File: src/hw/ctl_pkg.sv
`default_nettype none
// ##############################
// 6502 sequencer definitions
// Bus widths, FSM states, opcodes,
// address modes and field codes
// ##############################
package ctl_pkg;

    localparam int DB_W      = 8;        // Data bus
    localparam int AB_OP_W   = 12;       // PC/AHL/ABH + ABL sel + operand + carry
    localparam int REG_OP_W  = 7;        // {write, dst[1:0], src[3:0]}
    localparam int ALU_OP_W  = 9;        // {ldm, bcd, shift[1:0], add[2:0], carry[1:0]}
    localparam int ALU_SEL_W = 7;        // {shift, add, carry} part kept per opcode
    localparam int DO_OP_W   = 2;
    localparam int MODE_W    = 4;

    typedef enum logic [5:0] {
        INIT, SYNC, IMM0, DATA, ABS0, ABS1, ZERO, PULL, RDWR,
        RTS0, RTS1, RTS2, PUSH, JSR0, JSR1, JSR2,
        BRK0, BRK1, BRK2, BRK3, COND
    } state_t;

    typedef enum logic [DB_W-1:0] {
        OP_BRK      = 8'h00,
        OP_ASL_ZP   = 8'h06,
        OP_ORA_IMM  = 8'h09,
        OP_JSR      = 8'h20,
        OP_AND_IMM  = 8'h29,
        OP_PHA      = 8'h48,
        OP_EOR_IMM  = 8'h49,
        OP_JMP_ABS  = 8'h4C,
        OP_RTS      = 8'h60,
        OP_PLA      = 8'h68,
        OP_ADC_IMM  = 8'h69,
        OP_BRA      = 8'h80,
        OP_LDY_IMM  = 8'hA0,
        OP_LDX_IMM  = 8'hA2,
        OP_LDA_ZP   = 8'hA5,
        OP_LDA_IMM  = 8'hA9,
        OP_LDA_ABS  = 8'hAD,
        OP_LDA_ZPX  = 8'hB5,
        OP_LDX_ZPY  = 8'hB6,
        OP_LDA_ABSY = 8'hB9,
        OP_LDA_ABSX = 8'hBD,
        OP_CMP_IMM  = 8'hC9,
        OP_DEX      = 8'hCA,
        OP_INC_ZP   = 8'hE6,
        OP_INX      = 8'hE8,
        OP_SBC_IMM  = 8'hE9,
        OP_INC_ABS  = 8'hEE
    } opcode_t;

    typedef enum logic [MODE_W-1:0] {
        AB_KEEP     = 4'd0,              // AB held, AHL <= DB
        AB_PC       = 4'd1,              // Back to PC
        AB_ABS_IDX  = 4'd2,              // {DB, AHL+reg}, PC <= AB+1
        AB_ZP_IDX   = 4'd3,              // {00, DB+reg}
        AB_INC      = 4'd4,              // AB + 1
        AB_POP      = 4'd5,              // {01, SP+1}
        AB_BRANCH   = 4'd7,              // AB + offset + 1
        AB_SP       = 4'd8,              // {01, SP}, keep PC
        AB_SP_STORE = 4'd9,              // {01, SP}, PC <= AB+1
        AB_SP_LOAD  = 4'd11,
        AB_ABS_INC  = 4'd14,             // {DB, AHL+reg} + 1
        AB_VECTOR   = 4'd15              // {FF, vector} + 1
    } ab_mode_t;

    typedef enum logic [2:0] {
        ALU_OR, ALU_AND, ALU_XOR, ALU_ADD, ALU_INC, ALU_DEC, ALU_SUB, ALU_TRB
    } alu_add_t;

    localparam logic [3:0] REG_X   = 4'd0;
    localparam logic [3:0] REG_Y   = 4'd1;
    localparam logic [3:0] REG_A   = 4'd2;
    localparam logic [3:0] REG_S   = 4'd3;
    localparam logic [3:0] REG_M   = 4'd5;    // Memory operand
    localparam logic [3:0] REG_Z   = 4'd7;    // Zero
    localparam logic [3:0] REG_VEC = 4'd10;   // BRK vector
    localparam logic [1:0] DST_X   = 2'd0;
    localparam logic [1:0] DST_Y   = 2'd1;
    localparam logic [1:0] DST_A   = 2'd2;
    localparam logic [1:0] DST_S   = 2'd3;

    localparam logic [DO_OP_W-1:0] DO_ALU = 2'd0;
    localparam logic [DO_OP_W-1:0] DO_P   = 2'd1;
    localparam logic [DO_OP_W-1:0] DO_PCL = 2'd2;
    localparam logic [DO_OP_W-1:0] DO_PCH = 2'd3;

endpackage
`default_nettype wire

File: src/hw/ctl_fsm.sv
`default_nettype none
// ##############################
// Instruction cycle sequencer
// Steps the per-opcode state chain
// and registers the write enable
// ##############################
module ctl_fsm import ctl_pkg::*; (
    input  wire logic   clk,
    input  wire logic   rst_n,
    input  wire state_t entry_state,    // From opcode lookup
    input  wire logic   rmw,            // Read-modify-write instruction
    input  wire logic   jmp,            // Absolute address goes to PC
    output state_t      state,
    output logic        sync,
    output logic        we
);

    state_t state_nxt;

    assign sync = (state == SYNC);      // Opcode fetch cycle

    always_comb begin
        state_nxt = SYNC;
        case (state)
            INIT: state_nxt = SYNC;
            SYNC: state_nxt = entry_state;
            IMM0: state_nxt = SYNC;
            ABS0: state_nxt = ABS1;     // Low address byte fetched
            ABS1: begin
                if (jmp) begin
                    state_nxt = SYNC;   // JMP, JSR, BRK land here
                end else if (rmw) begin
                    state_nxt = RDWR;
                end else begin
                    state_nxt = DATA;
                end
            end
            ZERO: state_nxt = rmw ? RDWR : DATA;
            RDWR: state_nxt = DATA;     // Modify, write back next
            DATA: state_nxt = SYNC;
            PULL: state_nxt = DATA;
            PUSH: state_nxt = DATA;
            RTS0: state_nxt = RTS1;
            RTS1: state_nxt = RTS2;
            RTS2: state_nxt = SYNC;
            JSR0: state_nxt = JSR1;
            JSR1: state_nxt = JSR2;
            JSR2: state_nxt = ABS1;     // Target high byte
            BRK0: state_nxt = BRK1;
            BRK1: state_nxt = BRK2;
            BRK2: state_nxt = BRK3;
            BRK3: state_nxt = ABS0;     // Fetch through vector
            COND: state_nxt = SYNC;
            default: state_nxt = SYNC;
        endcase
    end

    always_ff @(posedge clk or negedge rst_n) begin
        if (!rst_n) begin
            state <= INIT;
        end else begin
            state <= state_nxt;
        end
    end

    // Memory write happens in the cycle after each store state
    always_ff @(posedge clk or negedge rst_n) begin
        if (!rst_n) begin
            we <= 1'b0;
        end else begin
            case (state)
                BRK0, BRK1, BRK2: we <= 1'b1;   // PCH, PCL, P to stack
                JSR0, JSR1:       we <= 1'b1;   // Return address
                PUSH:             we <= 1'b1;
                RDWR:             we <= 1'b1;   // Write back modified value
                default:          we <= 1'b0;
            endcase
        end
    end

endmodule
`default_nettype wire

File: src/hw/opcode_decode.sv
`default_nettype none
// ##############################
// Opcode decoder
// Entry state lookup and flags
// latched at the end of sync
// ##############################
module opcode_decode import ctl_pkg::*; (
    input  wire logic                   clk,
    input  wire logic                   rst_n,
    input  wire logic [DB_W-1:0]        db,
    input  wire logic                   sync,
    output state_t                      entry_state,
    output logic                        rmw,
    output logic                        jmp,
    output logic                        add_x,
    output logic                        add_y,
    output logic                        ld,
    output logic                        st,
    output logic [3:0]                  src,
    output logic [1:0]                  dst,
    output logic [ALU_SEL_W-1:0]        alu_sel
);

    logic                   rmw_d, jmp_d, add_x_d, add_y_d, ld_d, st_d;
    logic [3:0]             src_d;
    logic [1:0]             dst_d;
    logic [ALU_SEL_W-1:0]   alu_sel_d;

    assign rmw_d   = db inside {OP_ASL_ZP, OP_INC_ZP, OP_INC_ABS};
    assign jmp_d   = db inside {OP_BRK, OP_JSR, OP_JMP_ABS, OP_RTS};
    assign add_x_d = db inside {OP_LDA_ZPX, OP_LDA_ABSX};
    assign add_y_d = db inside {OP_LDX_ZPY, OP_LDA_ABSY};
    assign st_d    = (db == OP_PHA);
    assign ld_d    = db inside {OP_LDA_IMM, OP_LDY_IMM, OP_LDX_IMM, OP_LDA_ZP, OP_LDA_ZPX,
                                OP_LDX_ZPY, OP_LDA_ABS, OP_LDA_ABSX, OP_LDA_ABSY, OP_PLA,
                                OP_ORA_IMM, OP_AND_IMM, OP_EOR_IMM, OP_ADC_IMM, OP_SBC_IMM,
                                OP_DEX, OP_INX};

    always_comb begin
        entry_state = SYNC;     // Unknown opcodes, DEX and INX stay here
        src_d       = REG_X;
        dst_d       = DST_X;
        alu_sel_d   = '0;
        case (db)
            OP_LDA_IMM, OP_LDY_IMM, OP_LDX_IMM, OP_ORA_IMM, OP_AND_IMM,
            OP_EOR_IMM, OP_ADC_IMM, OP_CMP_IMM, OP_SBC_IMM: entry_state = IMM0;
            OP_LDA_ZP, OP_LDA_ZPX, OP_LDX_ZPY, OP_ASL_ZP, OP_INC_ZP: entry_state = ZERO;
            OP_LDA_ABS, OP_LDA_ABSX, OP_LDA_ABSY, OP_INC_ABS, OP_JMP_ABS: entry_state = ABS0;
            OP_PHA: entry_state = PUSH;
            OP_PLA: entry_state = PULL;
            OP_JSR: entry_state = JSR0;
            OP_RTS: entry_state = RTS0;
            OP_BRK: entry_state = BRK0;
            OP_BRA: entry_state = COND;
            default: entry_state = SYNC;
        endcase
        case (db)
            OP_LDA_IMM, OP_LDA_ZP, OP_LDA_ZPX, OP_LDA_ABS, OP_LDA_ABSX, OP_LDA_ABSY,
            OP_PLA: begin
                src_d = REG_Z;
                dst_d = DST_A;
            end
            OP_LDX_IMM, OP_LDX_ZPY: src_d = REG_Z;      // dst stays X
            OP_LDY_IMM: begin
                src_d = REG_Z;
                dst_d = DST_Y;
            end
            OP_ORA_IMM, OP_AND_IMM, OP_EOR_IMM, OP_ADC_IMM, OP_CMP_IMM, OP_SBC_IMM: begin
                src_d = REG_A;
                dst_d = DST_A;
            end
            OP_PHA: src_d = REG_A;
            OP_INC_ZP, OP_INC_ABS: src_d = REG_M;
            default: src_d = REG_X;                   // DEX, INX use X both ways
        endcase
        case (db)
            OP_ORA_IMM: alu_sel_d = {2'b00, ALU_OR, 2'b00};
            OP_AND_IMM: alu_sel_d = {2'b00, ALU_AND, 2'b00};
            OP_EOR_IMM: alu_sel_d = {2'b00, ALU_XOR, 2'b00};
            OP_ADC_IMM: alu_sel_d = {2'b00, ALU_ADD, 2'b11};    // Carry in from C
            OP_SBC_IMM: alu_sel_d = {2'b00, ALU_SUB, 2'b11};
            OP_DEX:     alu_sel_d = {2'b00, ALU_DEC, 2'b00};
            OP_INX:     alu_sel_d = {2'b00, ALU_INC, 2'b01};
            OP_LDA_IMM, OP_LDY_IMM, OP_LDX_IMM, OP_LDA_ZP, OP_LDA_ZPX, OP_LDX_ZPY,
            OP_LDA_ABS, OP_LDA_ABSX, OP_LDA_ABSY, OP_INC_ZP, OP_INC_ABS, OP_PHA,
            OP_PLA:     alu_sel_d = {2'b00, ALU_ADD, 2'b00};    // Pass through
            default:    alu_sel_d = '0;
        endcase
    end

    always_ff @(posedge clk or negedge rst_n) begin
        if (!rst_n) begin
            {rmw, jmp, add_x, add_y, ld, st} <= '0;
            src     <= '0;
            dst     <= '0;
            alu_sel <= '0;
        end else if (sync) begin
            {rmw, jmp, add_x, add_y, ld, st} <= {rmw_d, jmp_d, add_x_d, add_y_d, ld_d, st_d};
            src     <= src_d;
            dst     <= dst_d;
            alu_sel <= alu_sel_d;
        end
    end

endmodule
`default_nettype wire

File: src/hw/addr_mode_enc.sv
`default_nettype none
// ##############################
// Address bus control encoder
// State to mode, mode to ab_op
// ##############################
module addr_mode_enc import ctl_pkg::*; (
    input  wire state_t             state,
    input  wire logic               db7,       // Offset sign
    input  wire logic               cond,      // Branch taken
    output logic [AB_OP_W-1:0]      ab_op
);

    ab_mode_t   mode;
    logic [1:0] abl_sel;
    logic       abl_ci;
    logic       back;

    assign abl_sel = mode[1:0];     // Straight to ABL mux
    assign abl_ci  = mode[2];       // ABL carry in
    assign back    = cond & db7;    // Taken backward branch

    always_comb begin
        case (state)
            SYNC, IMM0, ABS0:   mode = AB_INC;
            ABS1:               mode = AB_ABS_IDX;
            ZERO:               mode = AB_ZP_IDX;
            DATA, JSR2:         mode = AB_PC;
            PULL, RTS0, RTS1:   mode = AB_POP;
            PUSH:               mode = AB_SP_LOAD;
            RTS2:               mode = AB_ABS_INC;
            JSR0, BRK0:         mode = AB_SP_STORE;
            JSR1, BRK1, BRK2:   mode = AB_SP;
            BRK3:               mode = AB_VECTOR;
            COND:               mode = AB_BRANCH;
            default:            mode = AB_KEEP;    // INIT, RDWR
        endcase
    end

    always_comb begin
        case (mode)
            AB_KEEP:     ab_op = {7'b001_0110, abl_sel, 2'b11, abl_ci};
            AB_PC:       ab_op = {7'b000_1010, abl_sel, 2'b10, abl_ci};
            AB_ABS_IDX:  ab_op = {7'b111_1110, abl_sel, 2'b01, abl_ci};
            AB_ZP_IDX:   ab_op = {7'b111_0000, abl_sel, 2'b01, abl_ci};
            AB_INC:      ab_op = {7'b011_0110, abl_sel, 2'b11, abl_ci};
            AB_POP:      ab_op = {7'b011_0001, abl_sel, 2'b00, abl_ci};
            AB_BRANCH:   ab_op = back ? {7'b011_0111, abl_sel, 2'b11, abl_ci}  // ABH - 1
                                      : {7'b011_0110, abl_sel, 2'b11, abl_ci};
            AB_SP:       ab_op = {7'b000_0001, abl_sel, 2'b00, abl_ci};
            AB_SP_STORE: ab_op = {7'b111_0001, abl_sel, 2'b00, abl_ci};
            AB_SP_LOAD:  ab_op = {7'b010_0001, abl_sel, 2'b00, abl_ci};
            AB_ABS_INC:  ab_op = {7'b001_1110, abl_sel, 2'b01, abl_ci};
            AB_VECTOR:   ab_op = {7'b000_0011, abl_sel, 2'b00, abl_ci};
            default:     ab_op = '0;
        endcase
    end

endmodule
`default_nettype wire

File: src/hw/op_word_enc.sv
`default_nettype none
// ##############################
// Register, ALU and data-out
// control word encoder
// ##############################
module op_word_enc import ctl_pkg::*; (
    input  wire state_t                 state,
    input  wire logic                   add_x,
    input  wire logic                   add_y,
    input  wire logic                   ld,
    input  wire logic                   st,
    input  wire logic [3:0]             src,
    input  wire logic [1:0]             dst,
    input  wire logic [ALU_SEL_W-1:0]   alu_sel,
    output logic [REG_OP_W-1:0]         reg_op,
    output logic [ALU_OP_W-1:0]         alu_op,
    output logic [DO_OP_W-1:0]          do_op
);

    logic [3:0] idx_src;

    // Index register added to the address
    assign idx_src = add_x ? REG_X : (add_y ? REG_Y : REG_Z);

    always_comb begin
        case (state)
            BRK0, BRK1, BRK2, JSR0, JSR1,
            RTS0, RTS1, PUSH, PULL: reg_op = {1'b1, DST_S, REG_S};  // Update SP
            BRK3:                   reg_op = {1'b0, 2'b00, REG_VEC};
            ZERO, ABS1:             reg_op = {1'b0, 2'b00, idx_src};
            SYNC:                   reg_op = {ld, dst, src};          // Finish previous op
            DATA:                   reg_op = {1'b0, dst, src};        // Store source
            default:                reg_op = {1'b0, 2'b00, REG_Z};
        endcase
    end

    always_comb begin
        case (state)
            BRK0, BRK1, BRK2,
            JSR0, JSR1, PUSH:   alu_op = {4'b0000, ALU_DEC, 2'b00};     // SP - 1
            RTS0, RTS1, PULL:   alu_op = {4'b0000, ALU_INC, 2'b01};     // SP + 1
            IMM0, RDWR:         alu_op = {4'b1000, ALU_OR, 2'b00};      // Load M
            SYNC:               alu_op = {2'b00, alu_sel};
            DATA: begin
                if (st) begin
                    alu_op = {4'b0000, ALU_INC, 2'b00};  // Pass to M
                end else begin
                    alu_op = {2'b10, alu_sel};           // Load or RMW result
                end
            end
            default:            alu_op = '0;
        endcase
    end

    always_comb begin
        case (state)
            BRK1, JSR1: do_op = DO_PCH;
            BRK2, JSR2: do_op = DO_PCL;
            BRK3:       do_op = DO_P;       // Status last
            default:    do_op = DO_ALU;     // DATA and idle
        endcase
    end

endmodule
`default_nettype wire

File: src/hw/ctl_top.sv
`default_nettype none
// ##############################
// 6502 control unit top
// Sequencer, decoder and encoders
// ##############################
module ctl_top import ctl_pkg::*; (
    input  wire logic                clk,
    input  wire logic                rst_n,
    input  wire logic [DB_W-1:0]     db,        // Opcode / operand bus
    input  wire logic                cond,      // Branch condition
    output logic                     sync,
    output logic                     we,
    output logic [AB_OP_W-1:0]       ab_op,
    output logic [REG_OP_W-1:0]      reg_op,
    output logic [ALU_OP_W-1:0]      alu_op,
    output logic [DO_OP_W-1:0]       do_op
);

    state_t                 state;
    state_t                 entry_state;            // State after SYNC
    logic                   rmw, jmp;
    logic                   add_x, add_y, ld, st;
    logic [3:0]             src;
    logic [1:0]             dst;
    logic [ALU_SEL_W-1:0]   alu_sel;

    ctl_fsm i_ctl_fsm (
        .clk(clk), .rst_n(rst_n), .entry_state(entry_state), .rmw(rmw), .jmp(jmp),
        .state(state), .sync(sync), .we(we)
    );

    opcode_decode i_opcode_decode (
        .clk(clk), .rst_n(rst_n), .db(db), .sync(sync), .entry_state(entry_state),
        .rmw(rmw), .jmp(jmp), .add_x(add_x), .add_y(add_y), .ld(ld), .st(st),
        .src(src), .dst(dst), .alu_sel(alu_sel)
    );

    addr_mode_enc i_addr_mode_enc (
        .state(state), .db7(db[7]), .cond(cond), .ab_op(ab_op)
    );

    op_word_enc i_op_word_enc (
        .state(state), .add_x(add_x), .add_y(add_y), .ld(ld), .st(st), .src(src),
        .dst(dst), .alu_sel(alu_sel), .reg_op(reg_op), .alu_op(alu_op), .do_op(do_op)
    );

endmodule
`default_nettype wire

File: config.mk
export PLATFORM = sky130hd
export DESIGN_NAME = ctl_top
export DESIGN_NICKNAME = d
export VERILOG_FILES = /design/src/hw/ctl_pkg.sv /design/src/hw/ctl_fsm.sv /design/src/hw/opcode_decode.sv /design/src/hw/addr_mode_enc.sv /design/src/hw/op_word_enc.sv /design/src/hw/ctl_top.sv
export SDC_FILE = /design/constraint.sdc
export NUM_CORES = 1
export LEC_CHECK = 0
export BUFFER_PORTS_ARGS = -buffer_cell sky130_fd_sc_hd__buf_2
export CAP_MARGIN = 15
export CORE_ASPECT_RATIO = 2
export CORE_MARGIN = 4
export CORE_UTILIZATION = 32
export CTS_CLUSTER_DIAMETER = 120
export DETAILED_ROUTE_END_ITERATION = 7
export GPL_TIMING_DRIVEN = 0
export PLACE_DENSITY_LB_ADDON = 0.25
export SLEW_MARGIN = 25
export SYNTH_ARGS = -nofsm -noshare
export SYNTH_HDL_FRONTEND = slang
export SYNTH_SLANG_ARGS = --single-unit
export TNS_END_PERCENT = 30
File: constraint.sdc
create_clock -name clk -period 1.76 [get_ports clk]
set_clock_uncertainty 0.05 [all_clocks]
set_input_delay 0.088 -clock clk [delete_from_list [all_inputs] [get_ports clk]]
set_output_delay 0.088 -clock clk [all_outputs]
set_load 0.01 [all_outputs]
==> summary.txt, run 1 <==
STA
  – Worst rel slew slack: 64.9%
  – F_max: between 0.4 and 0.5 GHz
  – Setup ws final: -0.565 ns
  – Final Cycle Share: 132%
  – Setup Viol. Count Final: 30
  – Worst-Margin Slew: 0.526 ns
  – Final setup TNS: -9.82 ns
  – Unrepaired setup endpoints after global routing: yes
  – Post-layout min period: 2.33 ns
  – Slew Viols, Final: 0
  – Final Hold Vio Count: 0

Placement
  – PortBufs: 36
  – Post-DP HPWL: 6270 um
  – Gpl congestion: 1.02

Setup path
  – CP max stage delay: 0.47 ns
  – Crit Path Category: reg -> out
  – Critical path startpoint category: flop
  – Critical Path RT: 1.62 ns
  – CP max FO: 7
  – Critical-path top delay cell: dfrtp_2
  – CP cell instances: inv_4 > ha_4 > and3b_1 > a31oi_2 > o32a_4 > inv_6 > buf_4 > o22a_1 > buf_2
  – CP bufs+invs: 4
  – CP endpoint kind: output port
  – Worst EP arrival: 2.19 ns
  – Delay-heaviest family, CP: compound AO/OA/AOI/OAI gates

Synth
  – Mapped Cells: between 300 and 400
  – Yosys top cell area share: 24.1%
  – Register area share after synthesis: 24.1%
  – Largest family of logic cells by synthesized area: compound AO/OA/AOI/OAI gates
  – Adder-cell area share of the yosys netlist: 2.87%
  – Synth area leader: dfrtp_1
  – Number of flops mapped to enable cells by yosys: 0
  – Synth Area in XOR/XNOR: less than 1%
  – Post-Syn Area: approximately 0.0022 mm2
  – Asr flop ratio synth: 100%
  – Ys flop type: dfrtp_1
  – Area share of and/or/nand/nor cells after synthesis: 27.7%
  – Mapped Avg Cell Area: between 7 and 8 um2
  – Largest cells by area after synthesis: dfrtp_1 24%, o21ai_0 7.8%, nand2_1 6.5%, nor2_1 4.3%, a21oi_1 3.2%
  – Yosys reg bits: 21
  – Post-synthesis mux area share: 1.49%
  – YS warnings: 0
  – Distinct cells, synth: 65
  – Synth Area in Compound Gates: between 30% and 40%

Cells and area
  – Ant diodes: 0
  – Most frequent cells in the layout: 35 x buf_2, 34 x nand2_1, 20 x nor2_1, 18 x buf_4, 18 x dfrtp_1
  – Syn-to-layout area delta: 44.5%
  – Fin nets: ~380
  – Share of cells above drive strength 1: between 30 and 40%
  – Util after Layout: 47.6%
  – Commonest non-fill, non-tap cell in the layout: buf_2

Job
  – Max-Cap Viols: 0

Clock tree
  – Clock buffer depth: 2
  – Clock Tree Root: clkbuf_16
  – CTS tree: built
  – Clk slew on worst S/H paths: 0.05 ns
  – Clock sinks: 21
  – Clock Latency Late Sink: 0.25 ns
  – CTS buffer count: 3
  – Number of H-tree levels: 1

Die
  – Starting Density: approximately a third
  – DIE HEIGHT: 125 um
  – Die width: 66.4 um
  – Placeable core region: between 0.006 and 0.007 mm2
  – Io pins: between 40 and 50
  – # rows: 42
  – Die area: ~0.0083 mm2

Pwr
  – Leak: 1.31 nW
  – Pwr/cell area: 1330 mW/mm2
  – Peak supply drop: 446 uV

Status
  – Failing checks: negative setup slack
  – Status: complete, but fails checks

Global routing
  – Vias in the first global route: approximately 2,600
  – Initial antenna violation count: 0
  – Largest net degree at the start of global routing: 22
  – GRT overflow: 0
  – Gr usage total: around a fifth
  – First-pass GRT wire length: 12,800 um

Routing
  – Residual DRC: 0
  – Post-DRT Antenna Nets: 0
  – First-pass detailed-route iteration total: 4
  – Routed wire length: 8240 um
  – Routed via count: between 2,000 and 3,000
  – Wire length per cell: between 15 and 20 um
  – Drt initial violations: 181
  – Via/cell ratio: between 5 and 6

Worst hold path
  – Worst hold path class: in -> reg
-- final timing paths --
kind                            slack [ns]  cells past startpoint                                     end                              startpoint
worst max-delay path                 -0.57                      9                                ab_op[5]            i_ctl_fsm.state[0]$_DFF_PN0_
worst min-delay path                  0.18                      3      i_opcode_decode.dst[0]$_DFFE_PN0P_                                   db[3]
worst max register to register       -0.18                     10  i_opcode_decode.alu_sel[3]$_DFFE_PN0P_            i_ctl_fsm.state[0]$_DFF_PN0_
worst min register to register        0.43                      2  i_opcode_decode.alu_sel[4]$_DFFE_PN0P_  i_opcode_decode.alu_sel[4]$_DFFE_PN0P_
max in group asynchronous             1.02                      2            i_ctl_fsm.state[0]$_DFF_PN0_                                   rst_n
min in group asynchronous             0.28                      2      i_opcode_decode.src[1]$_DFFE_PN0P_                                   rst_n
-- worst register-to-register path, delay by kind of cell, from the launching register on --
family / cells / cell delay (ns)
AND/OR/NAND/NOR: 1 / 0.10
flip-flops: 1 / 0.45
AO/OA/AOI/OAI: 4 / 0.62
adder cells (fa/ha/maj): 1 / 0.13
buffers and inverters: 4 / 0.48
-- cells by family after synthesis --
group,count (synthesis)
AO/OA/AOI/OAI,112
XOR/XNOR,1
adder cells (fa/ha/maj),5
buffers and inverters,39
flip-flops,21
multiplexers,3
other,1
AND/OR/NAND/NOR,121
-- per-stage QoR --
step / area, um2 / power, mW / hold slack [ns] / cells / setup WS [ns]
after floorplan: 2270 / 2.18 / -0.258 / 305 / -0.114
after global placement: 2560 / 2.87 / 0.0170 / 429 / -0.745
after detailed placement: 2560 / 2.90 / 0.0215 / 429 / -0.730
after CTS: 2920 / 3.79 / 0.168 / 445 / -0.501
after global routing: 3150 / 4.43 / 0.186 / 450 / -0.622
final: 3150 / 4.19 / 0.184 / 450 / -0.565
-- where the power goes --
group	total [mW]	internal, mW	switching, mW
Sequential	0.671	0.582	0.0890
Clock	0.473	0.308	0.165
Combinational	3.04	1.39	1.65
-- Yosys cell counts, drive strengths merged (2+ instances only) --
cell,number
a2111oi,2
a211oi,4
a21boi,3
a21o,2
a21oi,14
a221oi,2
a2bb2oi,3
a31oi,3
and2,2
and3,2
buf,11
clkbuf,15
dfrtp,21
ha,5
inv,13
mux2,2
nand2,38
nand2b,11
nand3,6
nand3b,4
nand4,2
nor2,25
nor2b,6
nor3,10
nor4b,2
o211ai,6
o21a,2
o21ai,36
o22a,4
o22ai,4
o2bb2ai,2
o311ai,3
o31ai,3
o32a,2
o32ai,2
o41ai,4
or2,4
or3,4
or4,2
-- flip-flops by register name (all words and copies together) (netlist names) --
register,count
i_opcode_decode.add_x,1
i_ctl_fsm.state,5
i_opcode_decode.add_y,1
i_opcode_decode.rmw,1
i_opcode_decode.src,2
i_opcode_decode.jmp,1
i_ctl_fsm.we,1
i_opcode_decode.alu_sel,5
i_opcode_decode.ld,1
i_opcode_decode.dst,2
i_opcode_decode.st,1
-- metal layers --
layer | vias to the layer above | part of all wire, % | GRT usage (%)
met1 | 1231 | 33 | 18.2
met5 | - | 0 | 0
met4 | 0 | 6.1 | 12.2
met3 | 36 | 3.4 | 1.17
li1 | 1239 | - | -
met2 | 106 | 58 | 38.3
-- layout make-up --
| cell class | instances | area, um2 |
|---|---|---|
| inverter | 13 | 70.1 |
| timing repair buffer | 55 | 378 |
| multi-input combinational | 245 | 1790 |
| tap | 88 | 110 |
| sequential | 21 | 529 |
| clock buffer | 4 | 78.8 |
| fill | 678 | 3470 |
| buffer | 24 | 195 |
-- repair_timing --
item                                   4_1_cts  5_1_grt
gates cloned                                 0        1
pin swaps                                    8       18
gates resized for setup                     60       62
buffers inserted                            12        5
hold buffers                                 1        0
endpoints found under the hold margin       21        0
setup endpoints to repair                   49       37
(Power assumes the default switching activity.)
==> run 2: changes to the inputs <==
SETUP_SLACK_MARGIN = 0.1   (was not set)
==> summary.txt, run 2 (same netlist as run 1, synthesis figures left out) <==
Routing
  – Via/cell ratio: slightly below 6
  – First-pass detailed-route iteration total: 4
  – M1 WL: approximately 2600 um
  – Wire length on met3: approximately 240 um
  – Post-DRT Antenna Nets: 0
  – Met2 WL: 4780 um
  – Wire length per cell: about 18 um
  – Drt initial violations: 126
  – Residual DRC: 0
  – Routed via count: 2,601
  – Uppermost layer routed: met4
  – Routed wire length: 8100 um

STA
  – F_max: ~0.44 GHz
  – Worst rel slew slack: 65.6%
  – Slew Viols, Final: 0
  – Post-layout min period: 2.30 ns
  – Unrepaired setup endpoints after global routing: yes
  – Final setup TNS: -11.55 ns
  – Setup ws final: -0.536 ns
  – Setup Viol. Count Final: slightly above 40
  – Worst-Margin Slew: just over 0.5 ns
  – Final Cycle Share: 130%
  – Final Hold Vio Count: 0

Pwr
  – Peak supply drop: 446 uV
  – Total Power: 4.05 mW
  – Leak: 1.26 nW
  – Pwr/cell area: 1330 mW/mm2

Clock tree
  – Clock Tree Root: clkbuf_16
  – CTS tree: built
  – Clock Latency Late Sink: 0.26 ns
  – Clk slew on worst S/H paths: approximately 0.060 ns
  – Clock sinks: 21
  – CTS buffer count: 3
  – Number of H-tree levels: 1
  – Clock buffer depth: 2

Cells and area
  – Fin nets: 375
  – Syn-to-layout area delta: 39.6%
  – Share of cells above drive strength 1: 36.6%
  – Largest regs: i_ctl_fsm.state (5), i_opcode_decode.alu_sel (5)
  – Most frequent cells in the layout: 36 x nand2_1, 36 x buf_2, 22 x o21ai_0, 20 x nor2_1, 18 x buf_4
  – Ant diodes: 0

Placement
  – Post-place setup slack: -0.740 ns
  – Post-DP HPWL: 6280 um
  – Gpl congestion: 0.960
  – PortBufs: 36

Global routing
  – Initial antenna violation count: 0
  – Vias in the first global route: 2,636
  – GRT overflow: 0
  – Largest net degree at the start of global routing: 22
  – Gr usage total: 19.8%
  – First-pass GRT wire length: approximately 13,000 um

Status
  – Failing checks: negative setup slack
  – Status: complete, but fails checks

Die
  – Die width: 66.4 um
  – Placeable core region: 0.00662 mm2
  – # rows: 42
  – Starting Density: 32.9%
  – DIE HEIGHT: 125 um
  – Io pins: 43
  – Die area: roughly 0.0083 mm2

Setup path
  – Critical path startpoint category: flop
  – CP max FO: 9
  – R2R Setup Slk: -0.20 ns
  – Crit Path Category: reg -> out
  – CP max stage delay: about 0.48 ns
  – Reg-to-Reg End: i_opcode_decode.alu_sel[3]$_DFFE_PN0P_
  – Critical-path top delay cell: dfrtp_2
  – Critical Path RT: 1.62 ns
  – Worst r2r path cells: 10
  – CP cell instances: inv_4 > ha_4 > mux2i_1 > nor3_2 > a221oi_4 > buf_12 > a21oi_1 > o22a_1 > buf_2
  – CP endpoint kind: output port
  – FF-to-FF Start: i_ctl_fsm.state[1]$_DFF_PN0_
  – Worst EP arrival: roughly 2.2 ns

Worst hold path
  – Hold_sp: db[3]
  – Min-Delay Path Depth: 3
  – Hold EP: i_opcode_decode.dst[0]$_DFFE_PN0P_
  – Worst hold path class: in -> reg

Job
  – Max-Cap Viols: 0
[run 2: cell types whose count changed in the layout (fill, tap and decap cells not counted), moves of 2 or more]
cell      previous run  this run
buf_6               12         5
o21ai_0             17        22
o21ai_1             13         8
clkbuf_4             1         4
buf_8                3         1
inv_4                2         4
nand2_1             34        36
nand2_4              2         0
nor3_2               2         4
o311ai_1             3         1
[run 2: worst max-delay path, delay by kind of cell (launching register included)]
family          cells  cell delay, ns
buf+inv             3            0.41
fa+ha+maj           1            0.22
simple gates        1            0.08
mux                 1            0.20
compound gates      3            0.50
flops               1            0.48
[run 2: repair_timing]
| action | CTS | global route |
|---|---|---|
| pin swaps | 7 | 13 |
| hold endpoints to repair | 21 | 0 |
| gates resized for setup | 45 | 50 |
| buffers inserted | 6 | 7 |
| hold buffers | 1 | 0 |
| gates cloned | 0 | 0 |
| endpoints found under the setup margin | 49 | 48 |
[run 2: routing by layer]
layer  GRT usage (%)  up-vias
met3           0.993       31
met2            38.5       92
li1                -     1232
met4            13.1        0
met1            18.3     1246
met5               0        -
[run 2: worst max-delay path by stage]
stage / cells after the start / slack (ns) / start / endpoint
after global placement: 8 / -0.80 / i_ctl_fsm.state[1]$_DFF_PN0_ / alu_op[0]
after global routing: 9 / -0.61 / i_ctl_fsm.state[1]$_DFF_PN0_ / ab_op[11]
after floorplan: 8 / -0.11 / i_ctl_fsm.state[0]$_DFF_PN0_ / ab_op[8]
after CTS: 9 / -0.62 / i_ctl_fsm.state[1]$_DFF_PN0_ / ab_op[2]
final: 9 / -0.54 / i_ctl_fsm.state[1]$_DFF_PN0_ / ab_op[5]
after detailed placement: 8 / -0.74 / i_ctl_fsm.state[1]$_DFF_PN0_ / alu_op[0]
[run 2: cell type report]
| type | count | area (um2) |
|---|---|---|
| timing repair buffer | 50 | 310 |
| sequential | 21 | 531 |
| tap | 88 | 110 |
| fill | 710 | 3580 |
| clock buffer | 4 | 78.8 |
| multi-input combinational | 245 | 1770 |
| buffer | 25 | 180 |
| inverter | 13 | 63.8 |
[run 2: report_power, final]
part	internal (mW)	leakage, nW	switching [mW]	total (mW)
clock network	0.309	0.0382	0.184	0.493
registers	0.582	0.275	0.0944	0.677
logic	1.29	0.950	1.59	2.88
total	2.18	1.26	1.87	4.05
[run 2: metrics by stage]
| stage | hold WS (ns) | util, % | area [um2] | cells |
|---|---|---|---|---|
| 4_1_cts | 0.180 | 42.9 | 2840 | 440 |
| 5_1_grt | 0.198 | 46.0 | 3040 | 446 |
| 2_1_floorplan | -0.258 | - | 2270 | 305 |
| 3_3_place_gp | 0.0188 | 38.6 | 2560 | 429 |
| 3_5_place_dp | 0.0197 | 38.6 | 2560 | 429 |
| 6_report | 0.186 | 46.0 | 3040 | 446 |
